<file path="src/fm_regs_defines.svh">
//******************************
// Shared constants of the FM register front end
// Included wherever slot counts, global register
// addresses or timer prescales are needed
//******************************
`ifndef FM_REGS_DEFINES_SVH
`define FM_REGS_DEFINES_SVH

// Slot space, one slot per operator of six channels
`define FM_NUM_SLOTS        24
`define FM_SLOT_BITS        5

// Enabled cycles per timer tick
`define FM_TIMER_A_PRESCALE 6
`define FM_TIMER_B_PRESCALE 96

// Global register addresses
`define FM_REG_TESTYM       8'h21
`define FM_REG_LFO          8'h22
`define FM_REG_CLKA1        8'h24
`define FM_REG_CLKA2        8'h25
`define FM_REG_CLKB         8'h26
`define FM_REG_TIMER        8'h27
`define FM_REG_KON          8'h28
`define FM_REG_PCM          8'h2A
`define FM_REG_PCM_EN       8'h2B

`endif

</file>
<file path="src/fm_regs_pkg.sv">
//******************************
// Types shared by the FM register front end
// Host write, slot memory request, slot parameters
// and scanner output, imported by the modules
//******************************
`default_nettype none
`include "fm_regs_defines.svh"

package fm_regs_pkg;

	// One host bus cycle
	typedef struct packed {
		logic       write;
		logic [1:0] addr;
		logic [7:0] din;
	} host_wr_t;

	// Byte lane 9 is dt_mul, lane 0 is fb_alg; be bit n enables lane n
	typedef struct packed {
		logic [7:0] dt_mul;
		logic [7:0] tl;
		logic [7:0] ks_ar;
		logic [7:0] am_d1r;
		logic [7:0] d2r;
		logic [7:0] d1l_rr;
		logic [7:0] ssg_eg;
		// Channel bytes, copied into all four slots of a channel
		logic [7:0] fnum_lo;
		logic [7:0] block_fnum_hi;
		logic [7:0] fb_alg;
	} slot_params_t;

	typedef struct packed {
		logic                     req;
		logic                     we;
		logic [`FM_SLOT_BITS-1:0] slot;
		logic [9:0]               be;
		slot_params_t             wdata;
	} slot_req_t;

	typedef struct packed {
		logic                     valid;
		logic [`FM_SLOT_BITS-1:0] slot;
		logic [2:0]               ch;
		logic [1:0]               op;
		logic                     keyon;
		slot_params_t             params;
	} slot_out_t;

endpackage

`default_nettype wire

</file>
<file path="src/fm_mmr.sv">
//******************************
// Host register decoder
// Address/data latching with busy handshake, global
// registers and slot write generation for the
// operator and channel register ranges
//******************************
`timescale 1ns/1ps
`default_nettype none
`include "fm_regs_defines.svh"

module fm_mmr import fm_regs_pkg::*; (
	input  logic        clk,
	input  logic        rst,
	input  logic        cen,
	input  host_wr_t    wr,
	output logic        busy,
	output slot_req_t   wr_req,
	input  logic        wr_gnt,
	output logic [23:0] keyon,
	output logic [9:0]  value_a,
	output logic [7:0]  value_b,
	output logic [5:0]  timer_ctl,
	output logic        timer_wr,
	output logic [3:0]  lfo,
	output logic [8:0]  pcm,
	output logic        pcm_en,
	output logic        eg_stop,
	output logic        pg_stop
);

	logic [7:0]   sel_reg;
	logic         bank;
	logic [7:0]   din_lat;
	logic [7:0]   blk_lat;
	logic         req_q;
	logic         multi_q;
	logic [1:0]   op_cnt;
	logic [9:0]   be_q;
	logic         accept;
	logic [2:0]   reg_ch;
	logic [1:0]   reg_op;
	logic [2:0]   kon_ch;
	slot_params_t wdata;

	assign accept = wr.write && !busy;

	// Bank 1 holds channels 3 to 5
	assign reg_ch = bank ? {1'b0, sel_reg[1:0]} + 3'd3 : {1'b0, sel_reg[1:0]};
	// Address field order is operator 1, 3, 2, 4
	assign reg_op = {sel_reg[2], sel_reg[3]};
	assign kon_ch = wr.din[2] ? {1'b0, wr.din[1:0]} + 3'd3 : {1'b0, wr.din[1:0]};

	// Same byte on every lane, be picks the target
	always_comb begin
		wdata = {10{din_lat}};
		wdata.block_fnum_hi = blk_lat;
	end

	always_comb begin
		wr_req.req   = req_q;
		wr_req.we    = 1'b1;
		wr_req.slot  = multi_q ? {reg_ch, op_cnt} : {reg_ch, reg_op};
		wr_req.be    = be_q;
		wr_req.wdata = wdata;
	end

	always_ff @(posedge clk) begin
		if (cen) begin
			if (rst) begin
				sel_reg   <= 8'h00;
				bank      <= 1'b0;
				busy      <= 1'b0;
				req_q     <= 1'b0;
				multi_q   <= 1'b0;
				op_cnt    <= 2'd0;
				keyon     <= '0;
				value_a   <= '0;
				value_b   <= '0;
				timer_ctl <= '0;
				timer_wr  <= 1'b0;
				lfo       <= '0;
				pcm       <= '0;
				pcm_en    <= 1'b0;
				eg_stop   <= 1'b0;
				pg_stop   <= 1'b0;
			end else begin
				timer_wr <= 1'b0;
				// Held until the last slot write lands
				busy     <= accept ? 1'b1 : req_q;

				// Walk the operators of a channel write
				if (req_q && wr_gnt) begin
					if (!multi_q || op_cnt == 2'd3)
						req_q <= 1'b0;
					op_cnt <= op_cnt + 2'd1;
				end

				if (accept && !wr.addr[0]) begin
					sel_reg <= wr.din;
					bank    <= wr.addr[1];
				end else if (accept) begin
					din_lat <= wr.din;
					op_cnt  <= 2'd0;
					if (sel_reg < 8'h30) begin
						case (sel_reg)
						`FM_REG_KON: begin
							// Channel codes 3 and 7 do not exist
							if (wr.din[1:0] != 2'b11)
								keyon[{kon_ch, 2'b00} +: 4] <= wr.din[7:4];
						end
						`FM_REG_TIMER: begin
							timer_ctl <= wr.din[5:0];
							timer_wr  <= 1'b1;
						end
						`FM_REG_CLKA1:  value_a[9:2] <= wr.din;
						`FM_REG_CLKA2:  value_a[1:0] <= wr.din[1:0];
						`FM_REG_CLKB:   value_b      <= wr.din;
						`FM_REG_LFO:    lfo          <= wr.din[3:0];
						`FM_REG_PCM:    pcm[8:1]     <= wr.din;
						`FM_REG_PCM_EN: pcm_en       <= wr.din[7];
						`FM_REG_TESTYM: begin
							eg_stop <= wr.din[5];
							pg_stop <= wr.din[3];
						end
						default: ;
						endcase
					end else if (sel_reg[1:0] != 2'b11 && sel_reg < 8'hA0) begin
						// Register row 3h..9h maps to lanes 9..3
						req_q   <= 1'b1;
						multi_q <= 1'b0;
						be_q    <= 10'd1 << (4'd12 - sel_reg[7:4]);
					end else if (sel_reg[1:0] != 2'b11) begin
						case ({sel_reg[7:2], 2'b00})
						8'hA0: begin
							req_q   <= 1'b1;
							multi_q <= 1'b1;
							be_q    <= 10'b00_0000_0110;
						end
						8'hA4: blk_lat <= wr.din;
						8'hB0: begin
							req_q   <= 1'b1;
							multi_q <= 1'b1;
							be_q    <= 10'b00_0000_0001;
						end
						default: ;
						endcase
					end
				end
			end
		end
	end

endmodule

`default_nettype wire

</file>
<file path="src/fm_regs_top.sv">
//******************************
// FM register front end, top level
// Host port decoder, timers and the shared slot
// memory with its writer and scanner
//******************************
`timescale 1ns/1ps
`default_nettype none

module fm_regs_top import fm_regs_pkg::*; (
	input  logic       clk,
	input  logic       rst,
	input  logic       cen,
	input  host_wr_t   wr,
	output logic       busy,
	output slot_out_t  slot_out,
	output logic       flag_a,
	output logic       flag_b,
	output logic       irq,
	output logic [3:0] lfo,
	output logic [8:0] pcm,
	output logic       pcm_en,
	output logic       eg_stop,
	output logic       pg_stop
);

	slot_req_t    wr_req;
	slot_req_t    rd_req;
	slot_req_t    mem_req;
	logic         wr_gnt;
	logic         rd_gnt;
	slot_params_t rdata;
	logic [23:0]  keyon;
	logic [9:0]   value_a;
	logic [7:0]   value_b;
	logic [5:0]   timer_ctl;
	logic         timer_wr;

	fm_mmr fm_mmr_inst (
		.clk       (clk),
		.rst       (rst),
		.cen       (cen),
		.wr        (wr),
		.busy      (busy),
		.wr_req    (wr_req),
		.wr_gnt    (wr_gnt),
		.keyon     (keyon),
		.value_a   (value_a),
		.value_b   (value_b),
		.timer_ctl (timer_ctl),
		.timer_wr  (timer_wr),
		.lfo       (lfo),
		.pcm       (pcm),
		.pcm_en    (pcm_en),
		.eg_stop   (eg_stop),
		.pg_stop   (pg_stop)
	);

	fm_timers fm_timers_inst (
		.clk       (clk),
		.rst       (rst),
		.cen       (cen),
		.value_a   (value_a),
		.value_b   (value_b),
		.timer_ctl (timer_ctl),
		.timer_wr  (timer_wr),
		.flag_a    (flag_a),
		.flag_b    (flag_b),
		.irq       (irq)
	);

	fm_slot_arbiter fm_slot_arbiter_inst (
		.wr_req  (wr_req),
		.rd_req  (rd_req),
		.wr_gnt  (wr_gnt),
		.rd_gnt  (rd_gnt),
		.mem_req (mem_req)
	);

	fm_slot_ram fm_slot_ram_inst (
		.clk     (clk),
		.cen     (cen),
		.mem_req (mem_req),
		.rdata   (rdata)
	);

	fm_slot_scan fm_slot_scan_inst (
		.clk      (clk),
		.rst      (rst),
		.cen      (cen),
		.rd_req   (rd_req),
		.rd_gnt   (rd_gnt),
		.rdata    (rdata),
		.keyon    (keyon),
		.slot_out (slot_out)
	);

endmodule

`default_nettype wire

</file>
<file path="src/fm_slot_arbiter.sv">
//******************************
// Slot memory port arbiter
// Fixed priority, the register writer beats the
// scanner; grants and the memory request are
// combinational so a grant lands on the same edge
//******************************
`timescale 1ns/1ps
`default_nettype none

module fm_slot_arbiter import fm_regs_pkg::*; (
	input  slot_req_t wr_req,
	input  slot_req_t rd_req,
	output logic      wr_gnt,
	output logic      rd_gnt,
	output slot_req_t mem_req
);

	// Writer first, a waiting host write must not starve
	always_comb begin
		wr_gnt = wr_req.req;
		rd_gnt = rd_req.req && !wr_req.req;
	end

	// Winning request goes straight to the memory port
	always_comb begin
		if (wr_gnt) begin
			mem_req = wr_req;
		end else begin
			mem_req     = rd_req;
			mem_req.req = rd_gnt;
		end
	end

endmodule

`default_nettype wire

</file>
<file path="src/fm_slot_ram.sv">
//******************************
// Slot parameter memory
// One word of ten bytes per slot, byte-enable
// writes, read data registered one cycle
//******************************
`timescale 1ns/1ps
`default_nettype none
`include "fm_regs_defines.svh"

module fm_slot_ram import fm_regs_pkg::*; (
	input  logic         clk,
	input  logic         cen,
	input  slot_req_t    mem_req,
	output slot_params_t rdata
);

	localparam int NUM_BYTES = $bits(slot_params_t) / 8;

	slot_params_t mem [`FM_NUM_SLOTS];

	always_ff @(posedge clk) begin
		if (cen) begin
			if (mem_req.req && mem_req.we) begin
				for (int i = 0; i < NUM_BYTES; i++) begin
					if (mem_req.be[i])
						mem[mem_req.slot][i*8 +: 8] <= mem_req.wdata[i*8 +: 8];
				end
			end
			// Reads only when granted
			if (mem_req.req && !mem_req.we)
				rdata <= mem[mem_req.slot];
		end
	end

endmodule

`default_nettype wire

</file>
<file path="src/fm_slot_scan.sv">
//******************************
// Slot scanner
// Reads slots 0 to 23 in turn and presents each
// slot's parameters with its key-on bit
//******************************
`timescale 1ns/1ps
`default_nettype none
`include "fm_regs_defines.svh"

module fm_slot_scan import fm_regs_pkg::*; (
	input  logic         clk,
	input  logic         rst,
	input  logic         cen,
	output slot_req_t    rd_req,
	input  logic         rd_gnt,
	input  slot_params_t rdata,
	input  logic [23:0]  keyon,
	output slot_out_t    slot_out
);

	localparam logic [`FM_SLOT_BITS-1:0] LAST_SLOT = `FM_SLOT_BITS'(`FM_NUM_SLOTS - 1);

	logic [`FM_SLOT_BITS-1:0] slot_cnt;
	logic [`FM_SLOT_BITS-1:0] slot_q;
	logic                     vld_q;

	// Read request is always up
	always_comb begin
		rd_req.req   = 1'b1;
		rd_req.we    = 1'b0;
		rd_req.slot  = slot_cnt;
		rd_req.be    = '0;
		rd_req.wdata = '0;
	end

	always_ff @(posedge clk) begin
		if (cen) begin
			if (rst) begin
				slot_cnt <= '0;
				vld_q    <= 1'b0;
			end else begin
				vld_q <= rd_gnt;
				// Counter holds while the writer owns the port
				if (rd_gnt)
					slot_cnt <= (slot_cnt == LAST_SLOT) ? '0 : slot_cnt + 1'b1;
			end
		end
	end

	// Slot number travels alongside the memory read
	always_ff @(posedge clk) begin
		if (cen && rd_gnt)
			slot_q <= slot_cnt;
	end

	always_comb begin
		slot_out.valid  = vld_q;
		slot_out.slot   = slot_q;
		slot_out.ch     = slot_q[4:2];
		slot_out.op     = slot_q[1:0];
		slot_out.keyon  = keyon[slot_q];
		slot_out.params = rdata;
	end

endmodule

`default_nettype wire

</file>
<file path="src/fm_timers.sv">
//******************************
// Timers A and B
// Prescaled up counters that reload on overflow,
// set their flags and raise irq
//******************************
`timescale 1ns/1ps
`default_nettype none
`include "fm_regs_defines.svh"

module fm_timers (
	input  logic       clk,
	input  logic       rst,
	input  logic       cen,
	input  logic [9:0] value_a,
	input  logic [7:0] value_b,
	input  logic [5:0] timer_ctl,
	input  logic       timer_wr,
	output logic       flag_a,
	output logic       flag_b,
	output logic       irq
);

	localparam int PRE_A_W = $clog2(`FM_TIMER_A_PRESCALE);
	localparam int PRE_B_W = $clog2(`FM_TIMER_B_PRESCALE);
	localparam logic [PRE_A_W-1:0] PRE_A_LAST = PRE_A_W'(`FM_TIMER_A_PRESCALE - 1);
	localparam logic [PRE_B_W-1:0] PRE_B_LAST = PRE_B_W'(`FM_TIMER_B_PRESCALE - 1);

	logic [PRE_A_W-1:0] pre_a;
	logic [PRE_B_W-1:0] pre_b;
	logic [9:0]         cnt_a;
	logic [7:0]         cnt_b;
	logic               load_a;
	logic               load_b;
	logic               en_a;
	logic               en_b;
	logic               tick_a;
	logic               tick_b;

	assign tick_a = load_a && pre_a == PRE_A_LAST;
	assign tick_b = load_b && pre_b == PRE_B_LAST;
	assign irq    = flag_a | flag_b;

	always_ff @(posedge clk) begin
		if (cen) begin
			if (rst) begin
				pre_a  <= '0;
				pre_b  <= '0;
				cnt_a  <= '0;
				cnt_b  <= '0;
				{en_b, en_a, load_b, load_a} <= 4'd0;
				flag_a <= 1'b0;
				flag_b <= 1'b0;
			end else begin
				if (load_a) begin
					pre_a <= tick_a ? '0 : pre_a + 1'b1;
					if (tick_a) begin
						cnt_a <= (cnt_a == 10'h3FF) ? value_a : cnt_a + 10'd1;
						if (cnt_a == 10'h3FF && en_a)
							flag_a <= 1'b1;
					end
				end
				if (load_b) begin
					pre_b <= tick_b ? '0 : pre_b + 1'b1;
					if (tick_b) begin
						cnt_b <= (cnt_b == 8'hFF) ? value_b : cnt_b + 8'd1;
						if (cnt_b == 8'hFF && en_b)
							flag_b <= 1'b1;
					end
				end

				if (timer_wr) begin
					{en_b, en_a, load_b, load_a} <= timer_ctl[3:0];
					// A fresh load bit restarts from the written value
					if (timer_ctl[0] && !load_a) begin
						cnt_a <= value_a;
						pre_a <= '0;
					end
					if (timer_ctl[1] && !load_b) begin
						cnt_b <= value_b;
						pre_b <= '0;
					end
					if (timer_ctl[4])
						flag_a <= 1'b0;
					if (timer_ctl[5])
						flag_b <= 1'b0;
				end
			end
		end
	end

endmodule

`default_nettype wire

</file>
<file path="config.mk">
export PLATFORM = sky130hd
export DESIGN_NAME = fm_regs_top
export DESIGN_NICKNAME = d
export VERILOG_FILES = /design/src/fm_regs_pkg.sv /design/src/fm_mmr.sv /design/src/fm_regs_top.sv /design/src/fm_slot_arbiter.sv /design/src/fm_slot_ram.sv /design/src/fm_slot_scan.sv /design/src/fm_timers.sv
export VERILOG_INCLUDE_DIRS = /design/src
export SDC_FILE = /design/constraint.sdc
export NUM_CORES = 2
export LEC_CHECK = 0
export BUFFER_PORTS_ARGS = -buffer_cell sky130_fd_sc_hd__buf_2
export CAP_MARGIN = 25
export CORE_ASPECT_RATIO = 0.6
export CORE_MARGIN = 2
export CORE_UTILIZATION = 35
export CTS_CLUSTER_SIZE = 30
export DETAILED_ROUTE_END_ITERATION = 12
export PLACE_DENSITY = 0.5
export SLEW_MARGIN = 20
export SYNTH_ARGS = -nofsm -noshare
export SYNTH_HDL_FRONTEND = slang
export SYNTH_SLANG_ARGS = --single-unit
</file>
<file path="constraint.sdc">
create_clock -name clk -period 6.2 [get_ports clk]
set_input_delay 0 -clock clk [delete_from_list [all_inputs] [get_ports clk]]
set_output_delay 0 -clock clk [all_outputs]
set_load 0.01 [all_outputs]
</file>
==> impl_metrics.ini <==
[layout]
largest_reg_flops = 1920
regMostFlops = fm_slot_ram_inst.mem
fillers = 22580
drive_above_1_share_pct = 8.951
area_growth_pct = 12.41
reg_top3 = fm_slot_ram_inst.mem x1920, fm_slot_ram_inst.rdata x80, fm_mmr_inst.keyon x24
nets = 6165
n_antenna_cell = 0
utilization_pct = 39.58

[logic_synthesis]
async_flop_share_pct = 0
ys_types = 61
synth-edff-count = 2149
seq_area_frac_synth_pct = 75.49
syn-cell-area_um2 = 85480
syn-num-nets = 6103
synth_seq_cells = 2149
syn_area_per_cell_um2 = 14.08
synth_ff_type = edfxtp_1
synth_warnings = 0
syn-instance-count = 6072

[detailed_routing]
totalWireLength_mm = 243.7
vias = 50990
wire_per_inst_um = 25.50
drt_iter0_markers = 5947
first_pass_iters = 7
viasPerCell = 5.335
ant_nets = 0
drc = 0

[die]
die-area_um2 = 248300
start_util_pct = 35.21
placementRows = 140
die_h_um = 386.8
ios = 126
coreArea_um2 = 242800
fp.dieW_um = 642.0

[timing]
worst_pin_slew_ns = 1.199
clock-skew-final_ns = 0.07121
fin_setup_tns_ns = 0
hold_ws_ns = 0.08158
slew_headroom_pct = 20.10
hold_viol = 0
setup_viol = 0
rsz0062_at_grt = no
period_minus_slack_ns = 4.241
fin_crit_sh_pct = 68.40
drv_slew = 0
fmax_mhz = 235.8
setup_ws_ns = 1.959

[critical_path]
ff2ff_setup_slack_ns = 1.96
r2r-end = fm_slot_ram_inst.mem[19][2]
arrival_ns = 4.70
path_class = reg2reg
worst_setup_path_end_kind = flop
required_ns = 6.65
r2r_cells = 5
r2r_start = fm_mmr_inst.sel_reg[2]
start_kind = flop
startpoint = fm_mmr_inst.sel_reg[2]
path_max_fanout = 64
worst-path-stages = 5
cpLargestDelayFamily = simple AND/OR/NAND/NOR gates
slowest_delay_ns = 0.93
cp-endpoint = fm_slot_ram_inst.mem[19][2]
crit_path_cell_trace = mux2i_1 -> a21o_4 -> nor2_2 -> nand2_1 -> nor2_1
crit_path_top_delay_cell = nor2_1
worst-path-buf-inv = 0

[global_routing]
antenna_found_initial = 8
met3_usage_pct = 3.467
grt_overflow_total = 0
use_met1_pct = 30.87
grt_pass1_vias = 47560
grt_max_degree = 178
busiest_layer = met1
gr-usage-all-layers_pct = 19.03
met2_usage_pct = 26.34
grt_pass1_wl_mm = 350.9

[pwr]
leakage_nw = 32.60
peakVddDrop_mv = 0.2535
p_per_area_nw_per_um2 = 326.1
total_power_mw = 31.33

[clocking]
cts_tree = yes
cts_buffer_depth = 4
cts_root_buf = clkbuf_16
clk_latency_ns = 0.88
htree_levels = 4
post_cts_resized = 0
post_cts_buffers = 0
cts.sinks = 2149
clk_pin_slew_ns = 0.06
hold_buffers = 20
cts_inserted_buffers = 206

[place]
place.gp.congestion = 0.7931
io_buffers = 124
hpwlAfterDp_mm = 144.0
pre_cts_ws_ns = 1.967

[min_path]
hold_path_class = in2reg

[flow_run]
max-cap-violations = 0

[status]
outcome = completed
-- routing by layer --
metal  wire length, um  up-vias
met2            101600     1846
met5                 0        -
li1                  -    22780
met4              4166        0
met3             18370      289
met1            119500    26070
-- cell families (layout without fill, tap and decap cells) --
kind of cell             count (synthesis)  after routing  share of synthesized area, %
adder cells (fa/ha/maj)                 17             17                        0.2488
AO/OA/AOI/OAI                          903            903                         6.547
XOR/XNOR                                14             14                        0.1434
multiplexers                           357            357                         4.286
AND/OR/NAND/NOR                       2226           2226                         10.87
other                                    1              1                      0.004387
buffers and inverters                  405            623                         2.408
flip-flops                            2149           2149                         75.49
-- cells in the final DEF (no fill, tap or decap), types with 17 or more instances in the layout --
cell,n
nor2_1,327
clkinv_2,47
buf_2,124
a21oi_1,521
bufinv_16,20
a31oi_1,84
a32oi_1,80
o21ai_0,17
a221oi_1,79
clkbuf_16,206
nor2b_1,17
ha_1,17
clkinv_1,47
and3_1,18
mux2i_1,348
clkbuf_1,26
a22oi_1,80
buf_4,61
and2_1,17
edfxtp_1,2149
buf_12,26
nand2_1,1288
nand3_1,482
dlygate4sd3_1,20
-- synth_stat cells, drive strengths merged (17+ instances only) --
master	instances	area (um2)
a32oi	80	700.7
a31oi	86	559.3
o21ai	18	90.08
nand2	1289	4838
clkbuf	143	536.8
a22oi	80	600.6
mux2i	348	3483
a221oi	85	782.0
and3	18	112.6
and2	26	162.7
nand3	482	2412
a21oi	524	2634
edfxtp	2149	64530
ha	17	212.7
nor2b	19	118.9
nor2	333	1260
buf	247	1465
-- where the power goes --
| part | switching (mW) | total, mW | internal, mW |
|---|---|---|---|
| clock | 5.59 | 12.5 | 6.90 |
| combinational | 1.94 | 2.66 | 0.712 |
| sequential | 0.0969 | 16.2 | 16.1 |
| total | 7.63 | 31.3 | 23.7 |
-- final cells by class --
cell class	count	area (um2)	area share, %
clock buffers	232	5253	5.466
clock inverters	132	1166	1.214
inverters	15	56.30	0.05860
multi-input cells	3518	19000	19.78
flip-flops and latches	2149	64530	67.16
well taps	3266	4086	4.253
repair buffers	244	1993	2.074
-- metrics by stage --
stage / std cells / area [um2]
finish: 9556 / 96090
global placement: 9154 / 89200
floorplan: 6072 / 85480
detailed placement: 9165 / 89360
CTS: 9549 / 95980
global route: 9556 / 96090
-- worst min-delay path by stage --
stage | start | endpoint | slack [ns] | cells after the start
after global routing | wr[0] | fm_mmr_inst.blk_lat[0] | 0.04 | 2
after global placement | wr[3] | fm_mmr_inst.blk_lat[3] | 0.33 | 1
after CTS | wr[0] | fm_mmr_inst.blk_lat[0] | 0.01 | 2
after floorplan | wr[0] | fm_mmr_inst.blk_lat[0] | 0.1 | 0
final | wr[0] | fm_mmr_inst.blk_lat[0] | 0.08 | 2
after detailed placement | wr[3] | fm_mmr_inst.blk_lat[3] | 0.32 | 1
(Power assumes the default switching activity.)
